<file path="src/design/rv_pkg.sv">
package rv_pkg;

    // Major opcodes handled by the execute subsystem
    localparam logic [6:0] OPCODE_IMM_ARITH = 7'b0010011;
    localparam logic [6:0] OPCODE_ARITH     = 7'b0110011;
    localparam logic [6:0] OPCODE_LUI       = 7'b0110111;

    // funct3 shared by OP and OP-IMM
    localparam logic [2:0] FUNCT3_ADD_SUB = 3'b000;
    localparam logic [2:0] FUNCT3_SLL     = 3'b001;
    localparam logic [2:0] FUNCT3_SLT     = 3'b010;
    localparam logic [2:0] FUNCT3_SLTU    = 3'b011;
    localparam logic [2:0] FUNCT3_XOR     = 3'b100;
    localparam logic [2:0] FUNCT3_SRL_SRA = 3'b101;
    localparam logic [2:0] FUNCT3_OR      = 3'b110;
    localparam logic [2:0] FUNCT3_AND     = 3'b111;

    // funct3 under the M extension
    localparam logic [2:0] FUNCT3_MUL    = 3'b000;
    localparam logic [2:0] FUNCT3_MULH   = 3'b001;
    localparam logic [2:0] FUNCT3_MULHSU = 3'b010;
    localparam logic [2:0] FUNCT3_MULHU  = 3'b011;
    localparam logic [2:0] FUNCT3_DIV    = 3'b100;
    localparam logic [2:0] FUNCT3_DIVU   = 3'b101;
    localparam logic [2:0] FUNCT3_REM    = 3'b110;
    localparam logic [2:0] FUNCT3_REMU   = 3'b111;

    localparam logic [6:0] FUNCT7_ADD         = 7'b0000000;
    localparam logic [6:0] FUNCT7_SUB         = 7'b0100000;
    localparam logic [6:0] FUNCT7_MUL_DIV_REM = 7'b0000001;

    // Everything from ALU_MUL on runs in the multiply/divide unit
    typedef enum logic [4:0] {
        ALU_ADD, ALU_SUB, ALU_SSL, ALU_SLT, ALU_SLTU,
        ALU_XOR, ALU_SRL, ALU_SRA, ALU_OR, ALU_AND,
        ALU_MUL, ALU_MULH, ALU_MULHSU, ALU_MULHU,
        ALU_DIV, ALU_DIVU, ALU_REM, ALU_REMU
    } alu_op_e;

    typedef enum logic [1:0] {
        RS2_RS1,
        IMM_RS1,
        IMM_ZERO
    } src_sel_e;

    typedef struct packed {
        alu_op_e     alu_op;
        src_sel_e    src_sel;
        logic [4:0]  rs1;
        logic [4:0]  rs2;
        logic [4:0]  rd;
        logic [31:0] imm;
        logic        wr_en;
        logic        is_muldiv;
        logic        illegal;
    } decode_t;

    typedef struct packed {
        logic [4:0]  rd;
        logic [31:0] value;
        logic        illegal;
    } retire_t;

endpackage
</file>
<file path="src/design/exec_core.sv">
`timescale 1ns/1ps

module exec_core (
    input  logic            clk_i,
    input  logic            arst_n_i,
    input  logic            instr_valid_i,
    input  logic [31:0]     instruction_i,
    output logic            busy_o,
    output logic            done_o,
    output rv_pkg::retire_t retire_o
);

    import rv_pkg::*;

    decode_t     decode;
    alu_op_e     alu_op;
    logic [4:0]  rs1_addr, rs2_addr, rf_wr_addr;
    logic [31:0] rs1_data, rs2_data, rf_wr_data;
    logic [31:0] op_a, op_b, alu_result, md_result;
    logic        md_start, md_done, rf_wr_en;

    instr_decoder u_decoder (
        .instruction_i (instruction_i),
        .decode_o      (decode)
    );

    reg_file u_reg_file (
        .clk_i      (clk_i),
        .arst_n_i   (arst_n_i),
        .rd_addr1_i (rs1_addr),
        .rd_addr2_i (rs2_addr),
        .rd_data1_o (rs1_data),
        .rd_data2_o (rs2_data),
        .wr_en_i    (rf_wr_en),
        .wr_addr_i  (rf_wr_addr),
        .wr_data_i  (rf_wr_data)
    );

    int_alu u_alu (
        .op_i     (alu_op),
        .op_a_i   (op_a),
        .op_b_i   (op_b),
        .result_o (alu_result)
    );

    muldiv_unit u_muldiv (
        .clk_i    (clk_i),
        .arst_n_i (arst_n_i),
        .start_i  (md_start),
        .op_i     (alu_op),
        .op_a_i   (op_a),
        .op_b_i   (op_b),
        .done_o   (md_done),
        .result_o (md_result)
    );

    exec_sequencer u_sequencer (
        .clk_i         (clk_i),
        .arst_n_i      (arst_n_i),
        .instr_valid_i (instr_valid_i),
        .decode_i      (decode),
        .rs1_addr_o    (rs1_addr),
        .rs2_addr_o    (rs2_addr),
        .rs1_data_i    (rs1_data),
        .rs2_data_i    (rs2_data),
        .alu_op_o      (alu_op),
        .op_a_o        (op_a),
        .op_b_o        (op_b),
        .alu_result_i  (alu_result),
        .md_start_o    (md_start),
        .md_done_i     (md_done),
        .md_result_i   (md_result),
        .rf_wr_en_o    (rf_wr_en),
        .rf_wr_addr_o  (rf_wr_addr),
        .rf_wr_data_o  (rf_wr_data),
        .busy_o        (busy_o),
        .done_o        (done_o),
        .retire_o      (retire_o)
    );

endmodule

</file>
<file path="src/design/exec_sequencer.sv">
`timescale 1ns/1ps

module exec_sequencer (
    input  logic            clk_i,
    input  logic            arst_n_i,
    input  logic            instr_valid_i,
    input  rv_pkg::decode_t decode_i,
    output logic [4:0]      rs1_addr_o,
    output logic [4:0]      rs2_addr_o,
    input  logic [31:0]     rs1_data_i,
    input  logic [31:0]     rs2_data_i,
    output rv_pkg::alu_op_e alu_op_o,
    output logic [31:0]     op_a_o,
    output logic [31:0]     op_b_o,
    input  logic [31:0]     alu_result_i,
    output logic            md_start_o,
    input  logic            md_done_i,
    input  logic [31:0]     md_result_i,
    output logic            rf_wr_en_o,
    output logic [4:0]      rf_wr_addr_o,
    output logic [31:0]     rf_wr_data_o,
    output logic            busy_o,
    output logic            done_o,
    output rv_pkg::retire_t retire_o
);

    import rv_pkg::*;

    typedef enum logic [1:0] {IDLE, EXEC, MULDIV, WRITEBACK} state_e;

    state_e      state_q;
    decode_t     dec_q;
    logic [31:0] result_q;
    logic        accept;

    // WRITEBACK is not busy, so the next instruction can overlap it
    assign busy_o = (state_q == EXEC) || (state_q == MULDIV);
    assign accept = instr_valid_i && !busy_o;

    always_ff @(posedge clk_i or negedge arst_n_i) begin
        if (!arst_n_i) begin
            state_q <= IDLE;
        end else begin
            case (state_q)
                EXEC:    state_q <= dec_q.is_muldiv ? MULDIV : WRITEBACK;
                MULDIV:  state_q <= md_done_i ? WRITEBACK : MULDIV;
                default: state_q <= accept ? EXEC : IDLE;
            endcase
        end
    end

    always_ff @(posedge clk_i) begin
        if (accept) begin
            dec_q <= decode_i;
        end
        if (state_q == EXEC) begin
            result_q <= dec_q.illegal ? 32'd0 : alu_result_i;
        end else if (state_q == MULDIV && md_done_i) begin
            result_q <= md_result_i;
        end
    end

    assign rs1_addr_o = dec_q.rs1;
    assign rs2_addr_o = dec_q.rs2;
    assign alu_op_o   = dec_q.alu_op;
    assign op_a_o     = (dec_q.src_sel == IMM_ZERO) ? 32'd0 : rs1_data_i;
    assign op_b_o     = (dec_q.src_sel == RS2_RS1) ? rs2_data_i : dec_q.imm;
    assign md_start_o = (state_q == EXEC) && dec_q.is_muldiv;

    assign done_o       = (state_q == WRITEBACK);
    assign rf_wr_en_o   = done_o && dec_q.wr_en;
    assign rf_wr_addr_o = dec_q.rd;
    assign rf_wr_data_o = result_q;

    assign retire_o.rd      = dec_q.rd;
    assign retire_o.value   = result_q;
    assign retire_o.illegal = dec_q.illegal;

endmodule

</file>
<file path="src/design/muldiv_unit.sv">
`timescale 1ns/1ps

module muldiv_unit (
    input  logic            clk_i,
    input  logic            arst_n_i,
    input  logic            start_i,
    input  rv_pkg::alu_op_e op_i,
    input  logic [31:0]     op_a_i,
    input  logic [31:0]     op_b_i,
    output logic            done_o,
    output logic [31:0]     result_o
);

    import rv_pkg::*;

    logic        a_neg, b_neg;
    logic [31:0] a_mag, b_mag;
    logic        run_q;
    logic [4:0]  step_q;
    alu_op_e     op_q;
    logic        is_div_q, neg_res_q, neg_rem_q, div_zero_q;
    // Product, or remainder in the upper word and quotient in the lower
    logic [63:0] acc_q;
    logic [31:0] opnd_q;
    logic [32:0] mul_sum;
    logic [32:0] rem_shift;
    logic [33:0] rem_diff;
    logic [63:0] prod_fix;
    logic [31:0] quot_fix, rem_fix;

    // Operand signedness by op
    assign a_neg = op_a_i[31] && (op_i inside {ALU_MULH, ALU_MULHSU, ALU_DIV, ALU_REM});
    assign b_neg = op_b_i[31] && (op_i inside {ALU_MULH, ALU_DIV, ALU_REM});
    assign a_mag = a_neg ? (32'd0 - op_a_i) : op_a_i;
    assign b_mag = b_neg ? (32'd0 - op_b_i) : op_b_i;

    assign mul_sum   = {1'b0, acc_q[63:32]} + (acc_q[0] ? {1'b0, opnd_q} : 33'd0);
    assign rem_shift = acc_q[63:31];
    assign rem_diff  = {1'b0, rem_shift} - {2'b00, opnd_q};

    always_ff @(posedge clk_i or negedge arst_n_i) begin
        if (!arst_n_i) begin
            run_q  <= 1'b0;
            step_q <= '0;
            done_o <= 1'b0;
        end else begin
            done_o <= 1'b0;
            if (start_i) begin
                run_q  <= 1'b1;
                step_q <= '0;
            end else if (run_q) begin
                step_q <= step_q + 5'd1;
                if (step_q == 5'd31) begin
                    run_q  <= 1'b0;
                    done_o <= 1'b1;
                end
            end
        end
    end

    always_ff @(posedge clk_i) begin
        if (start_i) begin
            op_q       <= op_i;
            is_div_q   <= (op_i >= ALU_DIV);
            neg_res_q  <= a_neg ^ b_neg;
            neg_rem_q  <= a_neg;
            div_zero_q <= (op_b_i == 32'd0);
            if (op_i >= ALU_DIV) begin
                acc_q  <= {32'd0, a_mag};
                opnd_q <= b_mag;
            end else begin
                acc_q  <= {32'd0, b_mag};
                opnd_q <= a_mag;
            end
        end else if (run_q) begin
            if (!is_div_q) begin
                acc_q <= {mul_sum, acc_q[31:1]};
            end else if (!rem_diff[33]) begin
                acc_q <= {rem_diff[31:0], acc_q[30:0], 1'b1};
            end else begin
                acc_q <= {rem_shift[31:0], acc_q[30:0], 1'b0};
            end
        end
    end

    assign prod_fix = neg_res_q ? (64'd0 - acc_q) : acc_q;
    assign rem_fix  = neg_rem_q ? (32'd0 - acc_q[63:32]) : acc_q[63:32];

    always_comb begin
        if (div_zero_q) begin
            quot_fix = '1;
        end else begin
            quot_fix = neg_res_q ? (32'd0 - acc_q[31:0]) : acc_q[31:0];
        end
        case (op_q)
            ALU_MUL:                        result_o = prod_fix[31:0];
            ALU_MULH, ALU_MULHSU, ALU_MULHU: result_o = prod_fix[63:32];
            ALU_DIV, ALU_DIVU:              result_o = quot_fix;
            default:                        result_o = rem_fix;
        endcase
    end

endmodule

</file>
<file path="src/design/int_alu.sv">
`timescale 1ns/1ps

module int_alu (
    input  rv_pkg::alu_op_e op_i,
    input  logic [31:0]     op_a_i,
    input  logic [31:0]     op_b_i,
    output logic [31:0]     result_o
);

    import rv_pkg::*;

    logic [4:0] shamt;

    assign shamt = op_b_i[4:0];

    always_comb begin
        case (op_i)
            ALU_ADD:  result_o = op_a_i + op_b_i;
            ALU_SUB:  result_o = op_a_i - op_b_i;
            ALU_SSL:  result_o = op_a_i << shamt;
            ALU_SRL:  result_o = op_a_i >> shamt;
            ALU_SRA:  result_o = $unsigned($signed(op_a_i) >>> shamt);
            ALU_SLT:  result_o = {31'd0, $signed(op_a_i) < $signed(op_b_i)};
            ALU_SLTU: result_o = {31'd0, op_a_i < op_b_i};
            ALU_XOR:  result_o = op_a_i ^ op_b_i;
            ALU_OR:   result_o = op_a_i | op_b_i;
            ALU_AND:  result_o = op_a_i & op_b_i;
            // M extension ops belong to the multiply/divide unit
            default:  result_o = 32'd0;
        endcase
    end

endmodule

</file>
<file path="src/design/reg_file.sv">
`timescale 1ns/1ps

module reg_file (
    input  logic        clk_i,
    input  logic        arst_n_i,
    input  logic [4:0]  rd_addr1_i,
    input  logic [4:0]  rd_addr2_i,
    output logic [31:0] rd_data1_o,
    output logic [31:0] rd_data2_o,
    input  logic        wr_en_i,
    input  logic [4:0]  wr_addr_i,
    input  logic [31:0] wr_data_i
);

    // x0 has no storage
    logic [31:0] regs_q [1:31];

    always_ff @(posedge clk_i or negedge arst_n_i) begin
        if (!arst_n_i) begin
            for (int i = 1; i < 32; i++) begin
                regs_q[i] <= '0;
            end
        end else if (wr_en_i && (wr_addr_i != 5'd0)) begin
            regs_q[wr_addr_i] <= wr_data_i;
        end
    end

    assign rd_data1_o = (rd_addr1_i == 5'd0) ? 32'd0 : regs_q[rd_addr1_i];
    assign rd_data2_o = (rd_addr2_i == 5'd0) ? 32'd0 : regs_q[rd_addr2_i];

endmodule

</file>
<file path="src/design/instr_decoder.sv">
`timescale 1ns/1ps

module instr_decoder (
    input  logic [31:0]     instruction_i,
    output rv_pkg::decode_t decode_o
);

    import rv_pkg::*;

    logic [6:0]  opcode;
    logic [2:0]  funct3;
    logic [6:0]  funct7;
    logic [31:0] imm_i;
    logic [31:0] imm_u;

    assign opcode = instruction_i[6:0];
    assign funct3 = instruction_i[14:12];
    assign funct7 = instruction_i[31:25];
    assign imm_i  = {{20{instruction_i[31]}}, instruction_i[31:20]};
    assign imm_u  = {instruction_i[31:12], 12'b0};

    always_comb begin
        decode_o         = '0;
        decode_o.alu_op  = ALU_ADD;
        decode_o.src_sel = RS2_RS1;
        decode_o.rs1     = instruction_i[19:15];
        decode_o.rs2     = instruction_i[24:20];
        decode_o.rd      = instruction_i[11:7];

        case (opcode)
            OPCODE_IMM_ARITH: begin
                decode_o.src_sel = IMM_RS1;
                decode_o.imm     = imm_i;
                decode_o.wr_en   = 1'b1;
                case (funct3)
                    FUNCT3_ADD_SUB: decode_o.alu_op = ALU_ADD;
                    FUNCT3_SLT:     decode_o.alu_op = ALU_SLT;
                    FUNCT3_SLTU:    decode_o.alu_op = ALU_SLTU;
                    FUNCT3_XOR:     decode_o.alu_op = ALU_XOR;
                    FUNCT3_OR:      decode_o.alu_op = ALU_OR;
                    FUNCT3_AND:     decode_o.alu_op = ALU_AND;
                    // Shift amount is only the low five bits
                    FUNCT3_SLL: begin
                        decode_o.alu_op  = ALU_SSL;
                        decode_o.imm     = imm_i & 32'h1f;
                        decode_o.illegal = (funct7 != FUNCT7_ADD);
                    end
                    default: begin
                        decode_o.imm = imm_i & 32'h1f;
                        if (funct7 == FUNCT7_ADD) begin
                            decode_o.alu_op = ALU_SRL;
                        end else if (funct7 == FUNCT7_SUB) begin
                            decode_o.alu_op = ALU_SRA;
                        end else begin
                            decode_o.illegal = 1'b1;
                        end
                    end
                endcase
            end

            OPCODE_ARITH: begin
                decode_o.wr_en = 1'b1;
                case (funct7)
                    FUNCT7_ADD: begin
                        case (funct3)
                            FUNCT3_ADD_SUB: decode_o.alu_op = ALU_ADD;
                            FUNCT3_SLL:     decode_o.alu_op = ALU_SSL;
                            FUNCT3_SLT:     decode_o.alu_op = ALU_SLT;
                            FUNCT3_SLTU:    decode_o.alu_op = ALU_SLTU;
                            FUNCT3_XOR:     decode_o.alu_op = ALU_XOR;
                            FUNCT3_SRL_SRA: decode_o.alu_op = ALU_SRL;
                            FUNCT3_OR:      decode_o.alu_op = ALU_OR;
                            default:        decode_o.alu_op = ALU_AND;
                        endcase
                    end
                    FUNCT7_SUB: begin
                        if (funct3 == FUNCT3_ADD_SUB) begin
                            decode_o.alu_op = ALU_SUB;
                        end else if (funct3 == FUNCT3_SRL_SRA) begin
                            decode_o.alu_op = ALU_SRA;
                        end else begin
                            decode_o.illegal = 1'b1;
                        end
                    end
                    FUNCT7_MUL_DIV_REM: begin
                        case (funct3)
                            FUNCT3_MUL:    decode_o.alu_op = ALU_MUL;
                            FUNCT3_MULH:   decode_o.alu_op = ALU_MULH;
                            FUNCT3_MULHSU: decode_o.alu_op = ALU_MULHSU;
                            FUNCT3_MULHU:  decode_o.alu_op = ALU_MULHU;
                            FUNCT3_DIV:    decode_o.alu_op = ALU_DIV;
                            FUNCT3_DIVU:   decode_o.alu_op = ALU_DIVU;
                            FUNCT3_REM:    decode_o.alu_op = ALU_REM;
                            default:       decode_o.alu_op = ALU_REMU;
                        endcase
                    end
                    default: decode_o.illegal = 1'b1;
                endcase
            end

            OPCODE_LUI: begin
                decode_o.src_sel = IMM_ZERO;
                decode_o.imm     = imm_u;
                decode_o.wr_en   = 1'b1;
            end

            // Loads, stores, jumps, branches, SYSTEM, FENCE
            default: decode_o.illegal = 1'b1;
        endcase

        if (decode_o.illegal) begin
            decode_o.alu_op = ALU_ADD;
            decode_o.wr_en  = 1'b0;
        end
        decode_o.is_muldiv = (decode_o.alu_op >= ALU_MUL);
    end

endmodule

</file>
<file path="config.mk">
export PLATFORM = sky130hd
export DESIGN_NAME = exec_core
export DESIGN_NICKNAME = d
export VERILOG_FILES = /design/src/design/rv_pkg.sv /design/src/design/exec_core.sv /design/src/design/exec_sequencer.sv /design/src/design/muldiv_unit.sv /design/src/design/int_alu.sv /design/src/design/reg_file.sv /design/src/design/instr_decoder.sv
export SDC_FILE = /design/constraint.sdc
export NUM_CORES = 2
export LEC_CHECK = 0
export BUFFER_PORTS_ARGS = -buffer_cell sky130_fd_sc_hd__buf_4
export CAP_MARGIN = 20
export CORE_AREA = 10 10 573 575
export CTS_CLUSTER_DIAMETER = 30
export DETAILED_ROUTE_END_ITERATION = 16
export DIE_AREA = 0 0 583 585
export REMOVE_ABC_BUFFERS = 1
export SLEW_MARGIN = 0
export SYNTH_ARGS = -nofsm -noshare
export SYNTH_HDL_FRONTEND = slang
export SYNTH_SLANG_ARGS = --single-unit
</file>
<file path="constraint.sdc">
create_clock -name clk_i -period 7.42 [get_ports clk_i]
set_input_delay 1.484 -clock clk_i [delete_from_list [all_inputs] [get_ports clk_i]]
set_output_delay 1.484 -clock clk_i [all_outputs]
set_load 0.01 [all_outputs]
</file>
==> qor.txt <==
Tcrit/Tclk final -> 0.983
Reg clk slew, reported paths -> 0.05 ns
Cell Area, Synth -> 0.0789 mm^2
Crit Reg-Reg Endpoint -> u_sequencer.rf_wr_data_o[18]
vias in the first global route -> 66900
io pins -> 75
area share of the largest cell type after synthesis -> 0.318
Fillers -> 31900
area taken by multi-input logic gates -> 0.0449 mm^2
largest net degree at the start of global routing -> 172
Initial Util -> 0.249
Max Cap Viol -> 0
r2r startpoint -> u_sequencer.rs1_addr_o[1]
routed wire length -> 353000 um
RSZ-0062 raised after global routing -> false
CTS Buffer Depth -> 4
WP data arrival -> 7.80 ns
post-placement cell count -> 11000
area leader, netlist -> dfrtp_1
gpl congestion -> 0.991
non-filler cells in the finished layout -> 11500
PD cells -> 418 mW/mm^2
CTS Buf Count -> 291
Pwr Total -> 39.8 mW
Unique masters post-synth -> 113
Peak VDD IR -> 0.268 mV
syn avg cell area -> 11.3 um^2
grt ovf -> 0
CP Capture Type -> flip-flop
Reg2Reg Depth -> 17
# nets final -> 7332
GRT Util Overall -> 0.198
dpl ws -> 0.782 ns
row cnt -> 207
endpoints failing hold -> 0
die height -> 585 um
min-delay src -> u_reg_file.regs_q[724]
IO buf count -> 74
Post-CTS Hold Fix Bufs -> 0
sequential cell area -> 0.0309 mm^2
post-CTS sizing -> 0
Pleak -> 41.2 nW
outcome -> completed
Worst Hold End -> u_reg_file.regs_q[724]
critical path fanouts, max -> 10
Vias -> 66800
prevailing post-synth register cell -> dfrtp_1
Worst R2R Setup Slack -> 0.13 ns
Detail Route Antenna Nets -> 0
Critical Path Source Type -> flip-flop
Fmax -> 137 MHz
worst skew pair latency -> 0.87 ns
Die ar. -> 0.341 mm^2
critical path data required time -> 7.93 ns
post-DR wirelength/cell -> 30.6 um
Vias/cell -> 5.79
Hold Path Class -> reg -> reg
root buf cell -> clkbuf_16
max-slew violation count -> 0
Warnings, synthesis -> 0
Residual DRC -> 0
CTS Sinks -> 1195
Setup WS post-layout -> 0.129 ns
DRT Pass-1 Iters -> 6
Fin Clk Skew -> 0.110 ns
synth top area cells -> dfrtp_1 32%, mux2_2 16%, mux4_2 10%, edfxtp_1 7.4%, mux2i_1 3.5%
Slew @ Worst Pin -> 1.26 ns
Post-synth EDFFs -> 194
Hold Path Stages -> 1
Final setup viols -> 0
1st-iter DRT viols -> 8799
worst hold margin -> 0.519 ns
asr flop ratio synth -> 0.838
Layout area overhead -> 20.8%
sequential share of the synthesized area -> 0.392
post-CTS setup repair buffer count -> 0
TritonCTS clock tree -> built
Post-DP HPWL -> 239000 um
layout cell share with drive strength beyond 1 -> 0.339
first-pass GRT wire length -> 500000 um
Mapped Cells -> 7009
worst setup path startpoint -> u_sequencer.rs1_addr_o[1]
min Tclk post-route -> 7.29 ns
Crit Path Category -> reg -> reg
Core Region -> 0.317 mm^2
H-Tree Depth -> 5
initial antenna violation count -> 24
Die W -> 583 um
Max-slew headroom -> 0.153
Yosys reg bits -> 1195
-- sequential cells by signal, summed over array words and instances (netlist names), 2 cells and up --
signal                    count
u_reg_file.regs_q           992
u_muldiv.acc_q               64
u_sequencer.dec_q            36
u_muldiv.opnd_q              32
u_sequencer.rf_wr_data_o     32
u_muldiv.op_q                 5
u_muldiv.step_q               5
u_sequencer.alu_op_o          5
u_sequencer.rf_wr_addr_o      5
u_sequencer.rs1_addr_o        5
u_sequencer.rs2_addr_o        5
u_sequencer.state_q           2
-- logic make-up (layout without fill, tap and decap cells) --
logic type / after synthesis / count (layout) / synth area share
other cells: 0 / 5 / 0
flops: 1195 / 1195 / 0.392
xor+xnor: 206 / 206 / 0.0229
fa+ha+maj: 176 / 176 / 0.0283
buf+inv: 780 / 1117 / 0.0435
simple gates: 1286 / 1286 / 0.0767
mux: 1736 / 1736 / 0.295
compound gates: 1630 / 1630 / 0.142
-- per-stage QoR --
step	cell area (um^2)	utilization	TNS (ns)
4_1_cts	95200	0.300	0
2_1_floorplan	76100	-	-871.73
3_3_place_gp	85200	0.269	0
3_5_place_dp	85200	0.269	0
5_1_grt	95200	0.301	0
6_report	95200	0.301	0
-- how the worst max path moves through the flow --
stage / end / slack (ns) / cells past startpoint
final: u_sequencer.rf_wr_data_o[18] / 0.13 / 17
after global routing: u_sequencer.rf_wr_data_o[18] / 0.25 / 17
after CTS: u_sequencer.rf_wr_data_o[18] / 0.67 / 17
after detailed placement: u_sequencer.rf_wr_data_o[18] / 0.78 / 17
after global placement: u_sequencer.rf_wr_data_o[18] / 0.90 / 17
after floorplan: u_sequencer.rf_wr_data_o[31] / -10.50 / 18
-- cells in the final DEF (no fill, tap or decap), drive strengths merged, types with 32 or more instances in the layout --
master and instances:
a22oi 107, a31oi 59, nor3 122, a21oi 322
a211oi 86, a2111oi 35, clkinv 76, xor2 57
edfxtp 194, a221o 37, buf 424, ha 172
mux2i 277, xnor2 149, nand2 394, o22ai 104
nor2 364, inv 185, clkbuf 378, mux4 363
nor4 32, nand2b 51, nor2b 63, a21o 71
nand3 86, mux2 1096, dfrtp 1001, bufinv 38
o21ai 327, a221oi 88, and2 42, o211ai 52
a22o 37, o31ai 44
-- layer usage --
metal | vias to the layer above | GRT usage | wire length [um]
li1 | 27100 | - | -
met1 | 34500 | 0.250 | 138000
met2 | 4147 | 0.301 | 154000
met3 | 1093 | 0.0584 | 37600
met4 | 2 | 0.111 | 23800
met5 | - | 0 | 13
-- Yosys cell counts (104+ instances only) --
| master | instances |
|---|---|
| mux2_2 | 1095 |
| dfrtp_1 | 1001 |
| nand2_1 | 394 |
| clkbuf_1 | 366 |
| mux4_2 | 363 |
| nor2_1 | 363 |
| a21oi_1 | 322 |
| o21ai_0 | 313 |
| mux2i_1 | 277 |
| edfxtp_1 | 194 |
| ha_1 | 172 |
| inv_1 | 162 |
| xnor2_1 | 149 |
| nor3_1 | 119 |
| a22oi_1 | 105 |
| o22ai_1 | 104 |
-- power breakdown --
group	internal [mW]	total, mW	switching (mW)
logic	6.00	17.4	11.4
registers	8.10	9.34	1.24
clock network	8.98	13.1	4.08
total	23.1	39.8	16.7
-- critical path, cell delays in order, from the launching register on --
cell	delay (ns)
edfxtp_1	0.68
nor2_1	0.30
a21o_1	0.48
o41ai_1	1.14
o311ai_2	0.51
ha_1	0.54
nor2b_1	0.18
o311ai_0	0.64
a21oi_1	0.32
a31oi_1	0.36
buf_4	0.18
o21ai_0	0.19
a21oi_1	0.30
o22ai_1	0.11
o21ai_0	0.33
o211ai_1	0.30
nor3_1	0.25
o22ai_1	0.10
-- area by class of cell --
cell class	count	area share
Clock buffer	378	0.0854
Tap cell	4180	0.0549
Sequential cell	1195	0.324
Timing Repair Buffer	424	0.0379
Antenna cell	5	0.000131
Multi-Input combinational cell	5034	0.471
Inverter	175	0.00694
Clock inverter	140	0.0191
(Power assumes the default switching activity.)
